===== src/conv_defs.svh =====
`ifndef CONV_DEFS_SVH
`define CONV_DEFS_SVH

// ==============================
// datapath widths
// ==============================

// frame dimension and raster coordinate
`define CONV_LWIDTH 8

// signed pixel and weight
`define CONV_PWIDTH 8

// signed accumulator word, room for many channels
`define CONV_AWIDTH 24

// signed output word after saturation
`define CONV_OWIDTH 16

// feature memory address, covers 255x255
`define CONV_FACCUM 16

// ==============================
// pipeline depths
// ==============================

`define CONV_D_CONV  3
`define CONV_D_ACCUM 1

`endif


===== src/conv_pkg.sv =====
`default_nettype none

package conv_pkg;

  // ==============================
  // stream framing
  // ==============================

  // start precedes the first pixel, stop follows the last one
  typedef struct packed {
    logic start;
    logic valid;
    logic stop;
  } ctrl_bus_t;

  // ==============================
  // coarse layer phase
  // ==============================

  // driven from outside by the network sequencer
  typedef enum logic [1:0] {
    PHASE_WAIT    = 2'd0,
    PHASE_NETWORK = 2'd1,
    PHASE_INPUT   = 2'd2,
    PHASE_OUTPUT  = 2'd3
  } core_phase_e;

endpackage

`default_nettype wire


===== src/out_port.sv =====
`timescale 1ns/10ps
`default_nettype none
`include "conv_defs.svh"

module out_port (
  input  wire                             clk,
  input  wire                             xrst,
  input  wire conv_pkg::ctrl_bus_t        out_ctrl,
  input  wire signed [`CONV_AWIDTH-1:0]   feat_data,
  input  wire                             out_ack,
  output logic                            ready,
  output logic                            out_req,
  output logic signed [`CONV_OWIDTH-1:0]  out_data,
  output logic                            out_last
);

  typedef enum logic [1:0] {S_IDLE, S_REQ, S_ACK_LOW} state_e;

  state_e                         state_r;
  logic signed [`CONV_OWIDTH-1:0] sat;
  logic signed [`CONV_OWIDTH-1:0] data_r;
  logic                           last_r;

  // in range when all bits above the output sign agree with it
  always_comb begin
    if (&feat_data[`CONV_AWIDTH-1:`CONV_OWIDTH-1]
        || ~|feat_data[`CONV_AWIDTH-1:`CONV_OWIDTH-1]) begin
      sat = feat_data[`CONV_OWIDTH-1:0];
    end else if (feat_data[`CONV_AWIDTH-1]) begin
      sat = {1'b1, {(`CONV_OWIDTH-1){1'b0}}};
    end else begin
      sat = {1'b0, {(`CONV_OWIDTH-1){1'b1}}};
    end
  end

  // ==============================
  // four-phase sender
  // ==============================

  always_ff @(posedge clk) begin
    if (!xrst) begin
      state_r <= S_IDLE;
    end else begin
      case (state_r)
        S_IDLE:    if (out_ctrl.valid) state_r <= S_REQ;
        S_REQ:     if (out_ack) state_r <= S_ACK_LOW;
        S_ACK_LOW: if (!out_ack) state_r <= S_IDLE;
        default:   state_r <= S_IDLE;
      endcase
    end
  end

  // held for the whole request
  always_ff @(posedge clk) begin
    if (state_r == S_IDLE && out_ctrl.valid) begin
      data_r <= sat;
      last_r <= out_ctrl.stop;
    end
  end

  assign ready    = state_r == S_IDLE && !out_ctrl.valid;
  assign out_req  = state_r == S_REQ;
  assign out_data = data_r;
  assign out_last = last_r;

endmodule

`default_nettype wire

===== config.mk =====
export PLATFORM = sky130hd
export DESIGN_NAME = out_port
export DESIGN_NICKNAME = d
export VERILOG_FILES = /design/src/conv_pkg.sv /design/src/out_port.sv
export VERILOG_INCLUDE_DIRS = /design/src /design/src/src
export SDC_FILE = /design/constraint.sdc
export NUM_CORES = 1
export LEC_CHECK = 0
export ABC_AREA = 1
export BUFFER_PORTS_ARGS = -buffer_cell sky130_fd_sc_hd__buf_4
export CORE_MARGIN = 4
export CORE_UTILIZATION = 42
export DETAILED_ROUTE_END_ITERATION = 8
export GPL_TIMING_DRIVEN = 0
export HOLD_SLACK_MARGIN = 0.1
export PLACE_DENSITY = 0.77
export SLEW_MARGIN = 20
export SYNTH_ARGS = -nofsm -noshare
export SYNTH_HDL_FRONTEND = slang
export SYNTH_SLANG_ARGS = --single-unit

===== constraint.sdc =====
create_clock -name clk -period 1.4 [get_ports clk]
set_input_delay 0.28 -clock clk [delete_from_list [all_inputs] [get_ports clk]]
set_output_delay 0.28 -clock clk [all_outputs]
set_load 0.01 [all_outputs]

==> flow_summary.toml <==
[worst_setup_path]
worst_setup_path_end_kind = "output port"
r2r-end = "out_data[10]"
crit_start = "state_r[0]"
path_buf_inv = 2
rrSetupSlack_ns = 0.24
worstPathArrival_ns = 1.07
critical_path_class = "reg2out"
cp-start-kind = "flip-flop"
crit_path_cell_trace = "nor2_2 > inv_1 > nor2_1 > buf_4"
critPathSlowestCell = "dfxtp_1"
cp_top_family = "flip-flops"
worstPathMaxFanout = 3
cpPeakStageDelay_ns = 0.35
reg2reg_depth = 4
required_ns = 1.12
rr_startpoint = "state_r[0]"

[synthesis]
synth.area.top_cells = "edfxtp_1, nand2_1, dfxtp_1, nand2_2, nor2_1"
yosys.area.top_type_share_pct = 60.4
synth_compound_area_share_pct = 1.48
ys_warn_count = 0
avgSynthCellArea_um2 = 10.6
ys_seq_area_share_pct = 65.2
synth_xor_area_share_pct = 0
synth_seq_cells = 19
synth_area_um2 = 845
synthAdderAreaFrac_pct = 0
syn_nets = 110
synth_cell_types = 17
yosysTopAreaCell = "edfxtp_1"
synth-simple-area-share_pct = 27.4
synth_top_family_by_area = "simple AND/OR/NAND/NOR gates"
syn_inst = 80
synth.area.mux_share_pct = 0

[sta]
tightestPinTransition_ns = 0.209
slew_headroom_pct = 86.0
skew_ns = 0.00601
min_period_ns = 1.35
finalHoldViolCount = 0
setup_viol = 0
maxSlewViolCount = 0
min_period_over_period_pct = 96.2
max_freq_mhz = 743
fin_hold_ws_ns = 0.161

[grt]
grt_max_degree = 19
antenna_found_initial = 0
grt_pass1_wl_um = 2510
grt_util_all_layers_pct = 12.3
grt_pass1_vias = 628
grt_overflow = 0

[pwr]
p_int_uw = 895
power_density_mw_per_mm2 = 904
seqPwrFrac_pct = 58.2
p_leak_uw = 0.000581
switching_share_pct = 22.7
clockPowerShare_pct = 23.0
pwr-share-comb_pct = 18.8
total_power_uw = 1160
switchingPower_uw = 263
max-vdd-ir-drop_mv = 0.755

[finish]
syn_to_final_growth_pct = 51.7
stdcell_count = 157
final_cell_area_mm2 = 0.00128
drive_above_1_share_pct = 47.7
diodes = 0
post-route-util_pct = 70.4
nets = 163

[worst_hold_path]
holdCritPathClass = "in2reg"
whs_endpoint = "out_last"
hold_start = "out_ctrl[0]"
whs_path_depth = 1

[placement]
place_inst = 152
dpl-instance-area_mm2 = 0.00123
hpwl_um = 1340
port_buffers = 47
place.gp.congestion = 0.679

[die]
rows = 15
ioPinCount = 49
dieArea_mm2 = 0.00279
coreArea_mm2 = 0.00182
die_w_um = 52.8
die_height_um = 52.8
start_util_pct = 46.4

[clock_tree]
cts_tree = "done"
clk_path_buf_depth = 2
hold_buffers = 0
htreeDepth = 1
numCtsBuffers = 3
path_clk_slew_ns = 0.10
clock-root-buffer = "clkbuf_4"
clk_latency_ns = 0.29
cts.sinks = 19

[routing]
vias = 706
ant_nets = 0
post_drt_wl_per_cell_um = 11.2
vias_per_cell = 4.50
drc = 0
wirelength_um = 1760
drt-pass1-iter-count = 5
drt-initial-drc-count = 9

[job]
maxCapViolations = 0

[status]
outcome = "finished clean"
[layout make-up]
type | count | area (um^2)
Buffer | 3 | 35.0
Clock buffer | 4 | 26.3
Fill cell | 155 | 539
Inverter | 4 | 18.8
Multi-Input combinational cell | 54 | 246
Sequential cell | 19 | 551
Tap cell | 25 | 31.3
Timing Repair Buffer | 48 | 373
[routing by layer]
metal | GRT usage [%] | part of all wire (%) | up-vias
met5 | 0 | 0 | -
met4 | 6.38 | 0 | 0
met3 | 2.56 | 10 | 0
met2 | 22.9 | 51 | 33
met1 | 12.7 | 38 | 309
li1 | - | - | 364
[power by group through the flow]
stage	combinational, uW	sequential (uW)	clock, uW
global route	235	678	301
global placement	200	686	0
finish	218	674	267
detailed placement	203	687	0
floorplan	53.4	705	0
CTS	204	674	270
[cells in the mapped netlist (all sizes together)]
library cell	instances
a21oi	1
edfxtp	17
o21a	1
clkbuf	1
nand3	3
dfxtp	2
buf	2
nor2	8
inv	4
nand2	38
nor3	2
or2	1
[worst register-to-register path, cell delays in order, from the launching register on]
cell        delay, ns
dfxtp_1          0.35
nor2_2           0.14
nand2_1          0.11
clkinvlp_4       0.11
buf_12           0.16
[state kept, by name, summed over array words and instances, names as in the netlist]
register	flops
out_data	16
state_r	2
out_last	1
[cells in the final DEF (no fill, tap or decap), types with 2 or more instances in the layout]
| master | instances |
|---|---|
| edfxtp_1 | 17 |
| nor3_1 | 2 |
| nor2_2 | 2 |
| nand2_1 | 32 |
| buf_4 | 47 |
| nand2_2 | 5 |
| dfxtp_1 | 2 |
| nor2_1 | 6 |
| inv_1 | 3 |
| buf_12 | 2 |
| clkbuf_4 | 3 |
| clkbuf_1 | 2 |
| nand3_1 | 2 |
[repair_timing]
item | 4_1_cts | 5_1_grt
buffers inserted | 0 | 1
gates resized for setup | 0 | 2
endpoints found under the setup margin | 0 | 19
[worst max path at each step]
| stage | endpoint | slack [ns] | cells after the start |
|---|---|---|---|
| 2_1_floorplan | out_data[10] | 0.17 | 6 |
| 3_3_place_gp | out_data[11] | -0.01 | 7 |
| 3_5_place_dp | out_data[8] | -0.02 | 7 |
| 4_1_cts | out_data[15] | 0.004 | 3 |
| 5_1_grt | ready | -0.03 | 4 |
| 6_report | ready | 0.05 | 4 |
[cells by family after synthesis]
family                 Yosys count
AND/OR/NAND/NOR                 52
buffers and inverters            7
AO/OA/AOI/OAI                    2
flip-flops                      19
[metrics by stage]
| step | TNS (ns) | setup slack [ns] |
|---|---|---|
| CTS | 0 | 0.00419 |
| detailed placement | -0.159 | -0.0190 |
| finish | 0 | 0.0536 |
| floorplan | 0 | 0.171 |
| global route | -0.0310 | -0.0310 |
| global placement | -0.116 | -0.0141 |
Note: power is estimated with default switching activity, not from simulation.
