## src/conv_defs.svh

```systemverilog
`ifndef CONV_DEFS_SVH
`define CONV_DEFS_SVH

// ==============================
// datapath widths
// ==============================

// frame dimension and raster coordinate
`define CONV_LWIDTH 8

// signed pixel and weight
`define CONV_PWIDTH 8

// signed accumulator word, room for many channels
`define CONV_AWIDTH 24

// signed output word after saturation
`define CONV_OWIDTH 16

// feature memory address, covers 255x255
`define CONV_FACCUM 16

// ==============================
// pipeline depths
// ==============================

`define CONV_D_CONV  3
`define CONV_D_ACCUM 1

`endif

```

## src/conv_pkg.sv

```systemverilog
`default_nettype none

package conv_pkg;

  // ==============================
  // stream framing
  // ==============================

  // start precedes the first pixel, stop follows the last one
  typedef struct packed {
    logic start;
    logic valid;
    logic stop;
  } ctrl_bus_t;

  // ==============================
  // coarse layer phase
  // ==============================

  // driven from outside by the network sequencer
  typedef enum logic [1:0] {
    PHASE_WAIT    = 2'd0,
    PHASE_NETWORK = 2'd1,
    PHASE_INPUT   = 2'd2,
    PHASE_OUTPUT  = 2'd3
  } core_phase_e;

endpackage

`default_nettype wire

```

## src/conv_ctrl.sv

```systemverilog
`timescale 1ns/10ps
`default_nettype none
`include "conv_defs.svh"

module conv_ctrl (
  input  wire                          clk,
  input  wire                          xrst,
  input  wire conv_pkg::core_phase_e   core_phase,
  input  wire conv_pkg::ctrl_bus_t     in_ctrl,
  input  wire [`CONV_LWIDTH-1:0]       fea_height,
  input  wire [`CONV_LWIDTH-1:0]       fea_width,
  input  wire                          first_input,
  input  wire                          last_input,
  input  wire                          ready,
  output conv_pkg::ctrl_bus_t          out_ctrl,
  output logic                         feat_we,
  output logic                         feat_rst,
  output logic [`CONV_FACCUM-1:0]      feat_waddr,
  output logic [`CONV_FACCUM-1:0]      feat_raddr
);

  localparam int D_CTRL = `CONV_D_CONV + `CONV_D_ACCUM;

  typedef enum logic {S_WAIT, S_ACTIVE} state_e;

  state_e                   state_r;
  conv_pkg::core_phase_e    phase_r;
  logic [`CONV_LWIDTH-1:0]  height_r;
  logic [`CONV_LWIDTH-1:0]  width_r;
  logic [`CONV_LWIDTH-1:0]  x_r;
  logic [`CONV_LWIDTH-1:0]  y_r;
  logic [`CONV_FACCUM-1:0]  addr_r;
  logic                     first_r;
  logic                     last_r;
  logic                     done_r;
  logic                     inflight_r;

  logic                     we_d   [`CONV_D_CONV];
  logic                     rst_d  [`CONV_D_CONV];
  logic [`CONV_FACCUM-1:0]  addr_d [`CONV_D_CONV];
  conv_pkg::ctrl_bus_t      ctrl_d [D_CTRL];

  logic in_beat;
  logic issue;
  logic at_end;

  // pixel accepted into the current channel
  assign in_beat = state_r == S_ACTIVE && phase_r == conv_pkg::PHASE_INPUT
                && in_ctrl.valid;

  // one output word at a time, none after the final coordinate
  assign issue = state_r == S_ACTIVE && phase_r == conv_pkg::PHASE_OUTPUT
              && ready && !inflight_r && !done_r;

  assign at_end = x_r == width_r - 1'b1 && y_r == height_r - 1'b1;

  // ==============================
  // state and frame parameters
  // ==============================

  always_ff @(posedge clk) begin
    if (!xrst) begin
      state_r <= S_WAIT;
    end else if (state_r == S_WAIT && in_ctrl.start) begin
      state_r <= S_ACTIVE;
    end else if (state_r == S_ACTIVE && out_ctrl.stop) begin
      state_r <= S_WAIT;
    end
  end

  always_ff @(posedge clk) begin
    if (!xrst) begin
      phase_r <= conv_pkg::PHASE_WAIT;
    end else begin
      phase_r <= core_phase;
    end
  end

  // frame dimensions of the current layer
  always_ff @(posedge clk) begin
    if (in_ctrl.start) begin
      height_r <= fea_height;
      width_r  <= fea_width;
    end
  end

  always_ff @(posedge clk) begin
    if (!xrst) begin
      first_r <= 1'b0;
      last_r  <= 1'b0;
    end else if (in_ctrl.start) begin
      first_r <= first_input;
      last_r  <= last_input;
    end
  end

  // ==============================
  // raster walk
  // ==============================

  always_ff @(posedge clk) begin
    if (!xrst || state_r == S_WAIT) begin
      x_r    <= '0;
      y_r    <= '0;
      addr_r <= '0;
    end else if (in_beat || issue) begin
      if (x_r == width_r - 1'b1) begin
        x_r <= '0;
        y_r <= (y_r == height_r - 1'b1) ? '0 : y_r + 1'b1;
      end else begin
        x_r <= x_r + 1'b1;
      end
      addr_r <= at_end ? '0 : addr_r + 1'b1;
    end
  end

  // cleared again by the next layer's first start
  always_ff @(posedge clk) begin
    if (!xrst || in_ctrl.start) begin
      done_r <= 1'b0;
    end else if (issue && at_end) begin
      done_r <= 1'b1;
    end
  end

  // covers the gap until out_port sees the word
  always_ff @(posedge clk) begin
    if (!xrst) begin
      inflight_r <= 1'b0;
    end else if (issue) begin
      inflight_r <= 1'b1;
    end else if (out_ctrl.valid) begin
      inflight_r <= 1'b0;
    end
  end

  // ==============================
  // feature memory control
  // ==============================

  always_ff @(posedge clk) begin
    if (!xrst) begin
      for (int i = 0; i < `CONV_D_CONV; i++) begin
        we_d[i]  <= 1'b0;
        rst_d[i] <= 1'b0;
      end
    end else begin
      we_d[0]  <= in_beat;
      rst_d[0] <= in_beat && first_r;
      for (int i = 1; i < `CONV_D_CONV; i++) begin
        we_d[i]  <= we_d[i-1];
        rst_d[i] <= rst_d[i-1];
      end
    end
  end

  always_ff @(posedge clk) begin
    addr_d[0] <= addr_r;
    for (int i = 1; i < `CONV_D_CONV; i++) begin
      addr_d[i] <= addr_d[i-1];
    end
  end

  // read one cycle ahead of the product, write address follows it
  assign feat_raddr = addr_d[`CONV_D_CONV-2];
  assign feat_waddr = addr_d[`CONV_D_CONV-1];
  assign feat_we    = we_d[`CONV_D_CONV-1];
  assign feat_rst   = rst_d[`CONV_D_CONV-1];

  // ==============================
  // output framing
  // ==============================

  always_ff @(posedge clk) begin
    if (!xrst) begin
      for (int i = 0; i < D_CTRL; i++) begin
        ctrl_d[i] <= '0;
      end
    end else begin
      ctrl_d[0].start <= state_r == S_ACTIVE && in_ctrl.stop && last_r;
      ctrl_d[0].valid <= issue;
      ctrl_d[0].stop  <= issue && at_end;
      for (int i = 1; i < D_CTRL; i++) begin
        ctrl_d[i] <= ctrl_d[i-1];
      end
    end
  end

  assign out_ctrl = ctrl_d[D_CTRL-1];

endmodule

`default_nettype wire

```

## config.mk

```make
export PLATFORM = sky130hd
export DESIGN_NAME = conv_ctrl
export DESIGN_NICKNAME = d
export VERILOG_FILES = /design/src/conv_pkg.sv /design/src/conv_ctrl.sv
export VERILOG_INCLUDE_DIRS = /design/src /design/src/src
export SDC_FILE = /design/constraint.sdc
export NUM_CORES = 1
export LEC_CHECK = 0
export BUFFER_PORTS_ARGS = -buffer_cell sky130_fd_sc_hd__buf_2
export CAP_MARGIN = 20
export CORE_MARGIN = 2
export CORE_UTILIZATION = 63
export CTS_BUF_LIST = sky130_fd_sc_hd__clkbuf_2
export DETAILED_ROUTE_END_ITERATION = 7
export HOLD_SLACK_MARGIN = 0.02
export MAX_ROUTING_LAYER = met4
export PLACE_DENSITY = 0.87
export SETUP_SLACK_MARGIN = 0.5
export SYNTH_ARGS = -nofsm -noshare
export SYNTH_HDL_FRONTEND = slang
export SYNTH_SLANG_ARGS = --single-unit
export TNS_END_PERCENT = 50
```

## constraint.sdc

```tcl
create_clock -name clk -period 7 [get_ports clk]
set_input_delay 1.4 -clock clk [delete_from_list [all_inputs] [get_ports clk]]
set_output_delay 1.4 -clock clk [all_outputs]
set_load 0.005 [all_outputs]
```

==> metrics.cfg <==
[cells_and_area]
drive_gt1_frac=0.221
final_nets=474
insertedDiodeCount=0
fill_cells=472
area_growth_pct=9.49

[min_path]
hold_path_depth=0
worstHoldStart=addr_d[0][9]
hold_class=reg -> reg
hold_end=addr_d[0][25]

[drt]
drtIter0Drc=116
drt_first_pass_iters=4
wire_per_inst_um=12.5
drc=0
avgViaCountPerCell=5.18
drt_wl_total_um=6920
dr_total_vias=2861
ant_nets=0

[clocking]
post_cts_buffers=0
cts_sinks=121
cts.clk_slew.worst_paths_ns=0.20
hold_buffers=0
clockRootBuffer=clkbuf_2
tritoncts=done
cts-htree-levels=4
cts_max_path_buffers=2
cts_buffers=17
clk_latency_ns=0.66
post_cts_resize_count=0

[critical_path]
crit_arrival_ns=3.59
r2r-start=width_r[0]
worstPathCellList=buf_2 > nand2b_1 > a21oi_1 > nand3_2 > o21ai_1 > nor2_1
critPathMaxStageDelay_ns=0.78
cp_slowest_cell=o21ai_1
crit_type=in -> reg
timing.rr.end=addr_r[15]
required_ns=7.52
worst_setup_path_end_kind=flop
r2r_cells=9
crit_fanout=13
start_kind=primary input
ff2ff_setup_slack_ns=4.04

[outcome]
status=finished, final reports clean

[die]
start_util=0.648
die_area_mm2=0.00768
design.portCount=63
die_y_um=87.6
core_mm2=0.00679
fp.dieW_um=87.6
num_rows=30

[placement]
place_congestion=0.846
hpwl_um=4820
port_buffers=62
pre_cts_slack_ns=3.26

[global_routing]
antenna_found_initial=0
grt_pass1_vias=2737
overflow=0
track_usage=0.198
grt_max_degree=24
grt_pass1_wl_um=11300

[timing]
maxSlewHeadroom=0.373
slew_violations=0
finalCritPeriodShare=0.438
hold_violations=0
skew_ns=0.0322
min_period_ns=3.07
setup_viol=0
finalWorstSetupSlack_ns=3.93
setup_tns_ns=0
rsz0062_at_grt=false
fmax_mhz=326
worst_slew_pin_slew_ns=0.941

[power_and_ir_drop]
p_per_area_mw_per_mm2=260
ir_worst_vdd_mv=0.184
p_leak_uw=0.00204

[yosys]
yosysUniqueCellTypes=46
synth_nets=436
synthCells=405
yosysWarnings=0
syn_area_per_cell_um2=10.9
synth_seq_cells=121
synth_top_area_cell=dfxtp_1
synthTopCellsByArea=dfxtp_1, edfxtp_1, buf_4
ys_seq_area_frac=0.586
synth_top_area_frac=0.477
syn_area_mm2=0.00440

[run]
drv_cap=0

[synthesized netlist by cell type (all sizes together)]
library cell,count
nor3b,4
o21ai,5
and2,18
nand2b,1
nor2b,6
o31a,1
nor3,13
and4,3
o211a,1
xnor2,16
edfxtp,16
a31oi,5
nor2,27
nand2,28
buf,34
dfxtp,105
or2,2
and3,10
nand4b,2
a21oi,13
nor4b,1
mux2i,2
mux2,1
nand4,8
o2bb2ai,1
and3b,1
clkbuf,10
a32o,5
or3b,1
inv,7
o21bai,6
a32oi,1
a21o,2
xor2,22
ha,5
or3,1
nor4,3
a211oi,1
nand3,16
o2111ai,1
[report_power, final]
part,switching [uW],leakage (uW),internal (uW)
clock,275,0.000161,207
combinational,25.7,0.000875,20.4
sequential,9.40,0.00100,715
total,310,0.00204,943
[worst max-delay path, delay by kind of cell]
family,cells,cell delay (ns)
compound gates,2,1.54
simple gates,3,0.58
buf+inv,1,0.07
[worst max-delay path by stage]
stage               start          to  slack, ns  cells past startpoint
3_3_place_gp        ready  addr_r[12]       3.41                      6
2_1_floorplan       ready  addr_r[10]       4.35                      7
6_report       in_ctrl[1]  addr_r[15]       3.93                      6
5_1_grt        width_r[0]  addr_r[10]       3.71                      9
4_1_cts        in_ctrl[1]  addr_r[15]       3.96                      6
3_5_place_dp   in_ctrl[1]  addr_r[13]       3.26                      6
[kinds of logic (layout without fill, tap and decap cells)]
family	after synthesis	count (layout)	synth area share
xor+xnor	38	38	0.0756
mux	3	3	0.00710
simple gates	145	145	0.180
compound gates	42	42	0.0645
fa+ha+maj	5	5	0.0142
buf+inv	51	102	0.0727
flops	121	121	0.586
[routing by layer]
metal	track usage	wire [um]	vias up
li1	-	-	1439
met1	0.221	3000	1305
met2	0.320	3360	102
met3	0.0603	436	15
met4	0.101	125	0
met5	-	0	-
[final cells by class]
cell class                 count  area [um2]  area share
clock buffer                  17        85.1      0.0176
multi-input combinational    233        1500       0.311
timing repair buffer          63         318      0.0659
sequential                   121        2580       0.536
inverter                       7        26.3     0.00545
clock inverter                15         189      0.0392
tap                           96         120      0.0249
[through the flow]
stage	instance area (um2)	hold WS, ns	utilization	power (uW)	std cells
after global routing	4820	0.333	0.710	1300	552
after detailed placement	4550	0.312	0.669	786	520
after floorplan	4400	0.310	-	769	405
final	4820	0.339	0.710	1250	552
after CTS	4820	0.335	0.710	1260	552
after global placement	4550	0.310	0.669	783	520
[state kept, by name, indices dropped and copies added (netlist names), 2 cells and up]
register	count
rst_d	3
phase_r	2
ctrl_d	12
we_d	3
addr_d	48
height_r	8
x_r	8
width_r	8
addr_r	16
y_r	8
[cell usage in the layout, fill, tap and decap left out, drive strengths merged, types with 3 or more instances in the layout]
cell type / count
clkinv: 5
nor2: 27
buf: 63
inv: 13
bufinv: 3
nor2b: 6
a31oi: 5
clkbuf: 17
nor3: 13
and2: 18
xnor2: 16
and4: 3
xor2: 22
edfxtp: 16
o21ai: 5
nor3b: 4
nor4: 3
and3: 10
dfxtp: 105
nand4: 8
ha: 5
nand2: 28
o21bai: 6
a32o: 5
nand3: 16
a21oi: 13
Power figures use the tool's default switching activity.
