$ cat config.mk
export PLATFORM = sky130hd
export DESIGN_NAME = conv_mac
export DESIGN_NICKNAME = d
export VERILOG_FILES = /design/src/conv_mac.sv
export VERILOG_INCLUDE_DIRS = /design/src /design/src/src
export SDC_FILE = /design/constraint.sdc
export NUM_CORES = 1
export LEC_CHECK = 0
export ABC_CLOCK_PERIOD_IN_PS = 5500
export BUFFER_PORTS_ARGS = -buffer_cell sky130_fd_sc_hd__buf_2
export CORE_MARGIN = 4
export CORE_UTILIZATION = 35
export DETAILED_ROUTE_END_ITERATION = 10
export REMOVE_ABC_BUFFERS = 1
export SETUP_SLACK_MARGIN = 0.5
export SYNTH_ARGS = -nofsm -noshare
export SYNTH_HDL_FRONTEND = slang
export SYNTH_SLANG_ARGS = --single-unit
export TNS_END_PERCENT = 10
$ cat constraint.sdc
create_clock -name clk -period 5.5 [get_ports clk]
set_input_delay 1.1 -clock clk [delete_from_list [all_inputs] [get_ports clk]]
set_output_delay 1.1 -clock clk [all_outputs]
set_load 0.01 [all_outputs]
$ cat src/conv_defs.svh
`ifndef CONV_DEFS_SVH
`define CONV_DEFS_SVH

// ==============================
// datapath widths
// ==============================

// frame dimension and raster coordinate
`define CONV_LWIDTH 8

// signed pixel and weight
`define CONV_PWIDTH 8

// signed accumulator word, room for many channels
`define CONV_AWIDTH 24

// signed output word after saturation
`define CONV_OWIDTH 16

// feature memory address, covers 255x255
`define CONV_FACCUM 16

// ==============================
// pipeline depths
// ==============================

`define CONV_D_CONV  3
`define CONV_D_ACCUM 1

`endif

$ cat src/conv_mac.sv
`timescale 1ns/10ps
`default_nettype none
`include "conv_defs.svh"

module conv_mac (
  input  wire                             clk,
  input  wire                             xrst,
  input  wire                             start,
  input  wire signed [`CONV_PWIDTH-1:0]   in_pixel,
  input  wire signed [`CONV_PWIDTH-1:0]   weight,
  output logic signed [`CONV_AWIDTH-1:0]  product
);

  logic signed [`CONV_PWIDTH-1:0] weight_r;
  logic signed [`CONV_AWIDTH-1:0] prod_d [`CONV_D_CONV];

  // one weight per input channel
  always_ff @(posedge clk) begin
    if (!xrst) begin
      weight_r <= '0;
    end else if (start) begin
      weight_r <= weight;
    end
  end

  // ==============================
  // multiply pipeline
  // ==============================

  // operands sign extend to the accumulator width
  always_ff @(posedge clk) begin
    prod_d[0] <= in_pixel * weight_r;
    for (int i = 1; i < `CONV_D_CONV; i++) begin
      prod_d[i] <= prod_d[i-1];
    end
  end

  assign product = prod_d[`CONV_D_CONV-1];

endmodule

`default_nettype wire

==> flow_summary.html <==
<table>
<tr><th>Metric</th><th>Value</th></tr>
<tr><th colspan="2">Power</th></tr>
<tr><td>Internal power consumption</td><td>986 uW</td></tr>
<tr><td>Worst ir drop on vdd</td><td>137 uV</td></tr>
<tr><td>Leakage power of the design</td><td>0.00211 uW</td></tr>
<tr><td>Net switching share of the total power</td><td>0.306</td></tr>
<tr><td>Psw</td><td>435 uW</td></tr>
<tr><td>P per Cell Area</td><td>327 nW/um^2</td></tr>
<tr><td>Share of total power in sequential cells</td><td>0.410</td></tr>
<tr><td>Relative contribution of combinational cells to total power</td><td>0.333</td></tr>
<tr><td>Clock network fraction of design power</td><td>0.257</td></tr>
<tr><th colspan="2">Timing</th></tr>
<tr><td>Unrepaired setup endpoints after global routing</td><td>no</td></tr>
<tr><td>Post-layout minimum cycle time</td><td>4.73 ns</td></tr>
<tr><td>Worst rel slew slack</td><td>0.729</td></tr>
<tr><td>Setup Viol. Count Final</td><td>0</td></tr>
<tr><td>Maximum clock frequency</td><td>0.211 GHz</td></tr>
<tr><td>Total Neg Setup Slack</td><td>0 ns</td></tr>
<tr><td>Final number of hold-violating endpoints</td><td>0</td></tr>
<tr><td>Measured slew at the worst slew-check pin</td><td>0.406 ns</td></tr>
<tr><td>Slew Limit Fails</td><td>0</td></tr>
<tr><td>Clk_skew</td><td>0.00340 ns</td></tr>
<tr><td>Period Utilization, post-route</td><td>0.861</td></tr>
<tr><th colspan="2">Yosys</th></tr>
<tr><td>Commonest cells in the synthesized netlist</td><td>sky130_fd_sc_hd__inv_1 (80), sky130_fd_sc_hd__dfxtp_1 (56), sky130_fd_sc_hd__fa_1 (55)</td></tr>
<tr><td>Syn Area/Cell</td><td>10.3 sq um</td></tr>
<tr><td>Gate count after technology mapping</td><td>382</td></tr>
<tr><td>Synthesized area</td><td>3950 sq um</td></tr>
<tr><td>Leading register cell type out of synthesis</td><td>sky130_fd_sc_hd__dfxtp_1</td></tr>
<tr><td>Seq cells post-synth</td><td>56</td></tr>
<tr><td>Share of Yosys cell area claimed by the top area cell type</td><td>0.284</td></tr>
<tr><td>Sequential share of the synthesized area</td><td>0.284</td></tr>
<tr><td>Leading cell type by number of instances after synthesis</td><td>sky130_fd_sc_hd__inv_1</td></tr>
<tr><td>Largest area contributor in the netlist</td><td>sky130_fd_sc_hd__dfxtp_1</td></tr>
<tr><td>Distinct cell type count after synthesis</td><td>29</td></tr>
<tr><td>Fraction of registers with async set/reset</td><td>0</td></tr>
<tr><td>Main area contributors after synthesis</td><td>sky130_fd_sc_hd__dfxtp_1 (28%), sky130_fd_sc_hd__fa_1 (28%), sky130_fd_sc_hd__ha_1 (9.2%)</td></tr>
<tr><td>Warnings, synthesis</td><td>0</td></tr>
<tr><td>Count of flip-flops with a built-in enable after synthesis</td><td>0</td></tr>
<tr><th colspan="2">Critical path</th></tr>
<tr><td>Critical setup path kind</td><td>input port to register</td></tr>
<tr><td>Launch point of the worst reg-to-reg path</td><td>weight_r[7]</td></tr>
<tr><td>Required time of the critical path</td><td>5.73 ns</td></tr>
<tr><td>Kind of start point of the critical path</td><td>input port</td></tr>
<tr><td>Buffers plus inverters on the worst setup path</td><td>5</td></tr>
<tr><td>Cells along the critical path</td><td>buf_2 &gt; and2_1 &gt; fa_1 &gt; inv_1 &gt; fa_1 &gt; inv_1 &gt; fa_1 &gt; inv_1 &gt; fa_1 &gt; inv_1 &gt; ha_4 &gt; a21o_1 &gt; a21oi_2 &gt; a21boi_2 &gt; or4b_1 &gt; nand3_1</td></tr>
<tr><td>Instance count on the critical path</td><td>16</td></tr>
<tr><td>Launching element of the worst setup path</td><td>in_pixel[3]</td></tr>
<tr><td>CP max-delay cell</td><td>sky130_fd_sc_hd__fa_1</td></tr>
<tr><td>Worst setup slack for register-to-register paths</td><td>1.22 ns</td></tr>
<tr><td>Worst Setup EP</td><td>prod_d[0][11]</td></tr>
<tr><td>Delay of the slowest critical-path stage</td><td>0.54 ns</td></tr>
<tr><td>Worst Setup End Kind</td><td>register</td></tr>
<tr><td>Worst endpoint data arrival time</td><td>4.97 ns</td></tr>
<tr><td>Maximum fanout along the worst path</td><td>8</td></tr>
<tr><td>Reg-to-reg endpoint</td><td>prod_d[0][11]</td></tr>
<tr><td>Reg2reg path depth</td><td>14</td></tr>
<tr><td>Largest delay share family, worst path</td><td>adder cells</td></tr>
<tr><th colspan="2">Job</th></tr>
<tr><td>Max-capacitance violation count</td><td>0</td></tr>
<tr><th colspan="2">GRT</th></tr>
<tr><td>Global-route usage over all layers</td><td>0.105</td></tr>
<tr><td>Total global routing overflow</td><td>0</td></tr>
<tr><td>Antenna violations before repair</td><td>0</td></tr>
<tr><td>Pin count of the biggest net entering global routing</td><td>18</td></tr>
<tr><td>Via count of the first global-routing pass</td><td>2642</td></tr>
<tr><td>Wire length of the first global-routing pass</td><td>11200 um</td></tr>
<tr><th colspan="2">Floorplanning</th></tr>
<tr><td>Die height</td><td>114 um</td></tr>
<tr><td>Count of standard-cell rows</td><td>38</td></tr>
<tr><td>Die Width</td><td>114 um</td></tr>
<tr><td>Number of top-level pins</td><td>43</td></tr>
<tr><td>Core area</td><td>10900 sq um</td></tr>
<tr><td>Starting density of the core</td><td>0.361</td></tr>
<tr><td>Total die area</td><td>13100 sq um</td></tr>
<tr><th colspan="2">Placement</th></tr>
<tr><td>Count of buffers from port buffering</td><td>42</td></tr>
<tr><td>Total half-perimeter wirelength after legalization and detailed placement</td><td>5250 um</td></tr>
<tr><td>RD Place Congestion</td><td>0.825</td></tr>
<tr><th colspan="2">CTS</th></tr>
<tr><td>Register clock-pin slew on the reported worst setup and hold paths</td><td>0.07 ns</td></tr>
<tr><td># H-tree levels</td><td>2</td></tr>
<tr><td>Maximum buffer depth of the clock tree</td><td>2</td></tr>
<tr><td>Hold bufs inserted after CTS</td><td>0</td></tr>
<tr><td>Number of CTS-inserted buffers</td><td>5</td></tr>
<tr><td>CTS tree</td><td>done</td></tr>
<tr><td>Number of sinks handled by clock tree synthesis</td><td>56</td></tr>
<tr><td>Master cell of the clock root buffer</td><td>sky130_fd_sc_hd__clkbuf_16</td></tr>
<tr><td>Skew-Pair Late Insertion Delay</td><td>0.29 ns</td></tr>
<tr><td>Post-CTS setup repair buffer count</td><td>0</td></tr>
<tr><th colspan="2">Run status</th></tr>
<tr><td>Result of the run</td><td>finished, final reports clean</td></tr>
<tr><th colspan="2">Routing</th></tr>
<tr><td>Average vias per placed instance</td><td>4.25</td></tr>
<tr><td>First DRT Iteration DRCs</td><td>76</td></tr>
<tr><td>Number of DRC violations after detailed routing</td><td>0</td></tr>
<tr><td>Post-DRT Antenna Nets</td><td>0</td></tr>
<tr><td>Detailed Route WL</td><td>6250 um</td></tr>
<tr><td>Pre-Repair DR Iteration Count</td><td>4</td></tr>
<tr><td>Via count of the routed design</td><td>2327</td></tr>
<tr><td>Average detailed-routed wire length per instance</td><td>11.4 um</td></tr>
<tr><th colspan="2">Final layout</th></tr>
<tr><td>Count of inserted antenna diode cells</td><td>0</td></tr>
<tr><td>Layout Utilization</td><td>0.397</td></tr>
<tr><td>Final nets</td><td>509</td></tr>
<tr><td>Fill count</td><td>1093</td></tr>
<tr><td>Area Growth Syn to Fin</td><td>9.91%</td></tr>
<tr><td>Fraction of layout instances using a drive strength above 1</td><td>0.138</td></tr>
<tr><th colspan="2">Hold path</th></tr>
<tr><td>Hold crit path type</td><td>register to register</td></tr>
</table>
-- worst min path at each step --
stage	start	to	slack, ns	cells after the start
2_1_floorplan	prod_d[0][0]	prod_d[0][24]	0.31	0
3_3_place_gp	prod_d[0][25]	prod_d[0][49]	0.31	0
3_5_place_dp	prod_d[0][27]	prod_d[0][51]	0.31	0
4_1_cts	prod_d[0][1]	prod_d[0][25]	0.33	0
5_1_grt	prod_d[0][1]	prod_d[0][25]	0.33	0
6_report	prod_d[0][1]	prod_d[0][25]	0.33	0
-- placed cells by master, fill, tap and decap left out, types with 2 or more instances in the layout --
cell type and n:
sky130_fd_sc_hd__buf_2 42, sky130_fd_sc_hd__ha_1 28, sky130_fd_sc_hd__a21o_1 2, sky130_fd_sc_hd__nor2b_1 16, sky130_fd_sc_hd__and2_1 41, sky130_fd_sc_hd__a21oi_1 7, sky130_fd_sc_hd__inv_1 80, sky130_fd_sc_hd__fa_1 55
sky130_fd_sc_hd__nand3_1 2, sky130_fd_sc_hd__o21ai_0 4, sky130_fd_sc_hd__clkbuf_16 5, sky130_fd_sc_hd__dfxtp_1 56, sky130_fd_sc_hd__mux2i_1 9, sky130_fd_sc_hd__o21a_1 2, sky130_fd_sc_hd__nor2_1 10, sky130_fd_sc_hd__xor2_1 3
sky130_fd_sc_hd__nand4_1 2, sky130_fd_sc_hd__xnor2_1 11, sky130_fd_sc_hd__nand2b_1 2, sky130_fd_sc_hd__nand2_1 17
-- power groups by stage --
stage / clock network (uW) / logic [uW] / registers, uW
floorplan: 0 / 290 / 625
global placement: 0 / 470 / 596
detailed placement: 0 / 477 / 594
CTS: 381 / 480 / 586
global route: 392 / 546 / 602
finish: 365 / 474 / 582
-- cell type report --
type                            count  area [sq um]  area share
Clock buffer                        6           139      0.0320
Clock inverter                      2          38.8     0.00893
Inverter                           80           300      0.0691
Multi-Input combinational cell    221          2360       0.543
Sequential cell                    56          1120       0.258
Tap cell                          140           175      0.0403
Timing Repair Buffer               42           210      0.0484
-- sequential cells by signal, indices dropped and copies added (netlist names) --
signal and count:
prod_d 48, weight_r 8
-- layer usage --
metal / global-route usage / share of wire / up-vias
met5: 0 / 0 / -
met4: 0.0333 / 0.017 / 0
met3: 0.0222 / 0.033 / 9
met2: 0.192 / 0.50 / 25
met1: 0.123 / 0.44 / 1127
li1: - / - / 1166
-- kinds of logic (layout without fill, tap and decap cells) --
group	after synthesis	count (layout)	synth area share
DFF	56	56	0.284
xor gates and xnor gates	14	14	0.0310
buffers and inverters	105	130	0.123
muxes	10	10	0.0256
and+or+nand+nor	93	93	0.132
adders and majority gates	84	84	0.370
AOI/OAI and AO/OA	20	20	0.0342
-- worst reg2reg max path, stage by stage (launching register included) --
cell and delay, ns:
sky130_fd_sc_hd__dfxtp_1 0.57, sky130_fd_sc_hd__nand2b_1 0.13, sky130_fd_sc_hd__fa_1 0.48, sky130_fd_sc_hd__fa_1 0.54
sky130_fd_sc_hd__inv_1 0.05, sky130_fd_sc_hd__fa_1 0.54, sky130_fd_sc_hd__inv_1 0.06, sky130_fd_sc_hd__fa_1 0.53
sky130_fd_sc_hd__inv_1 0.07, sky130_fd_sc_hd__ha_4 0.26, sky130_fd_sc_hd__a21o_1 0.16, sky130_fd_sc_hd__a21oi_2 0.19
sky130_fd_sc_hd__a21boi_2 0.09, sky130_fd_sc_hd__or4b_1 0.47, sky130_fd_sc_hd__nand3_1 0.09
-- metrics by stage --
stage	worst slack (ns)	instances	hold slack (ns)	total power, uW	area (sq um)
finish	0.765	547	0.327	1420	4340
global route	0.580	547	0.330	1540	4340
CTS	0.648	547	0.327	1450	4330
detailed placement	0.342	539	0.312	1070	4150
global placement	0.416	539	0.310	1070	4150
floorplan	0.675	357	0.310	916	3770
-- what timing repair did --
item                                   4_1_cts  5_1_grt
setup endpoints to repair                    0        2
endpoints found under the hold margin        0        0
gates resized for setup                      0        1
No activity file was read; power rests on OpenSTA's default activity.
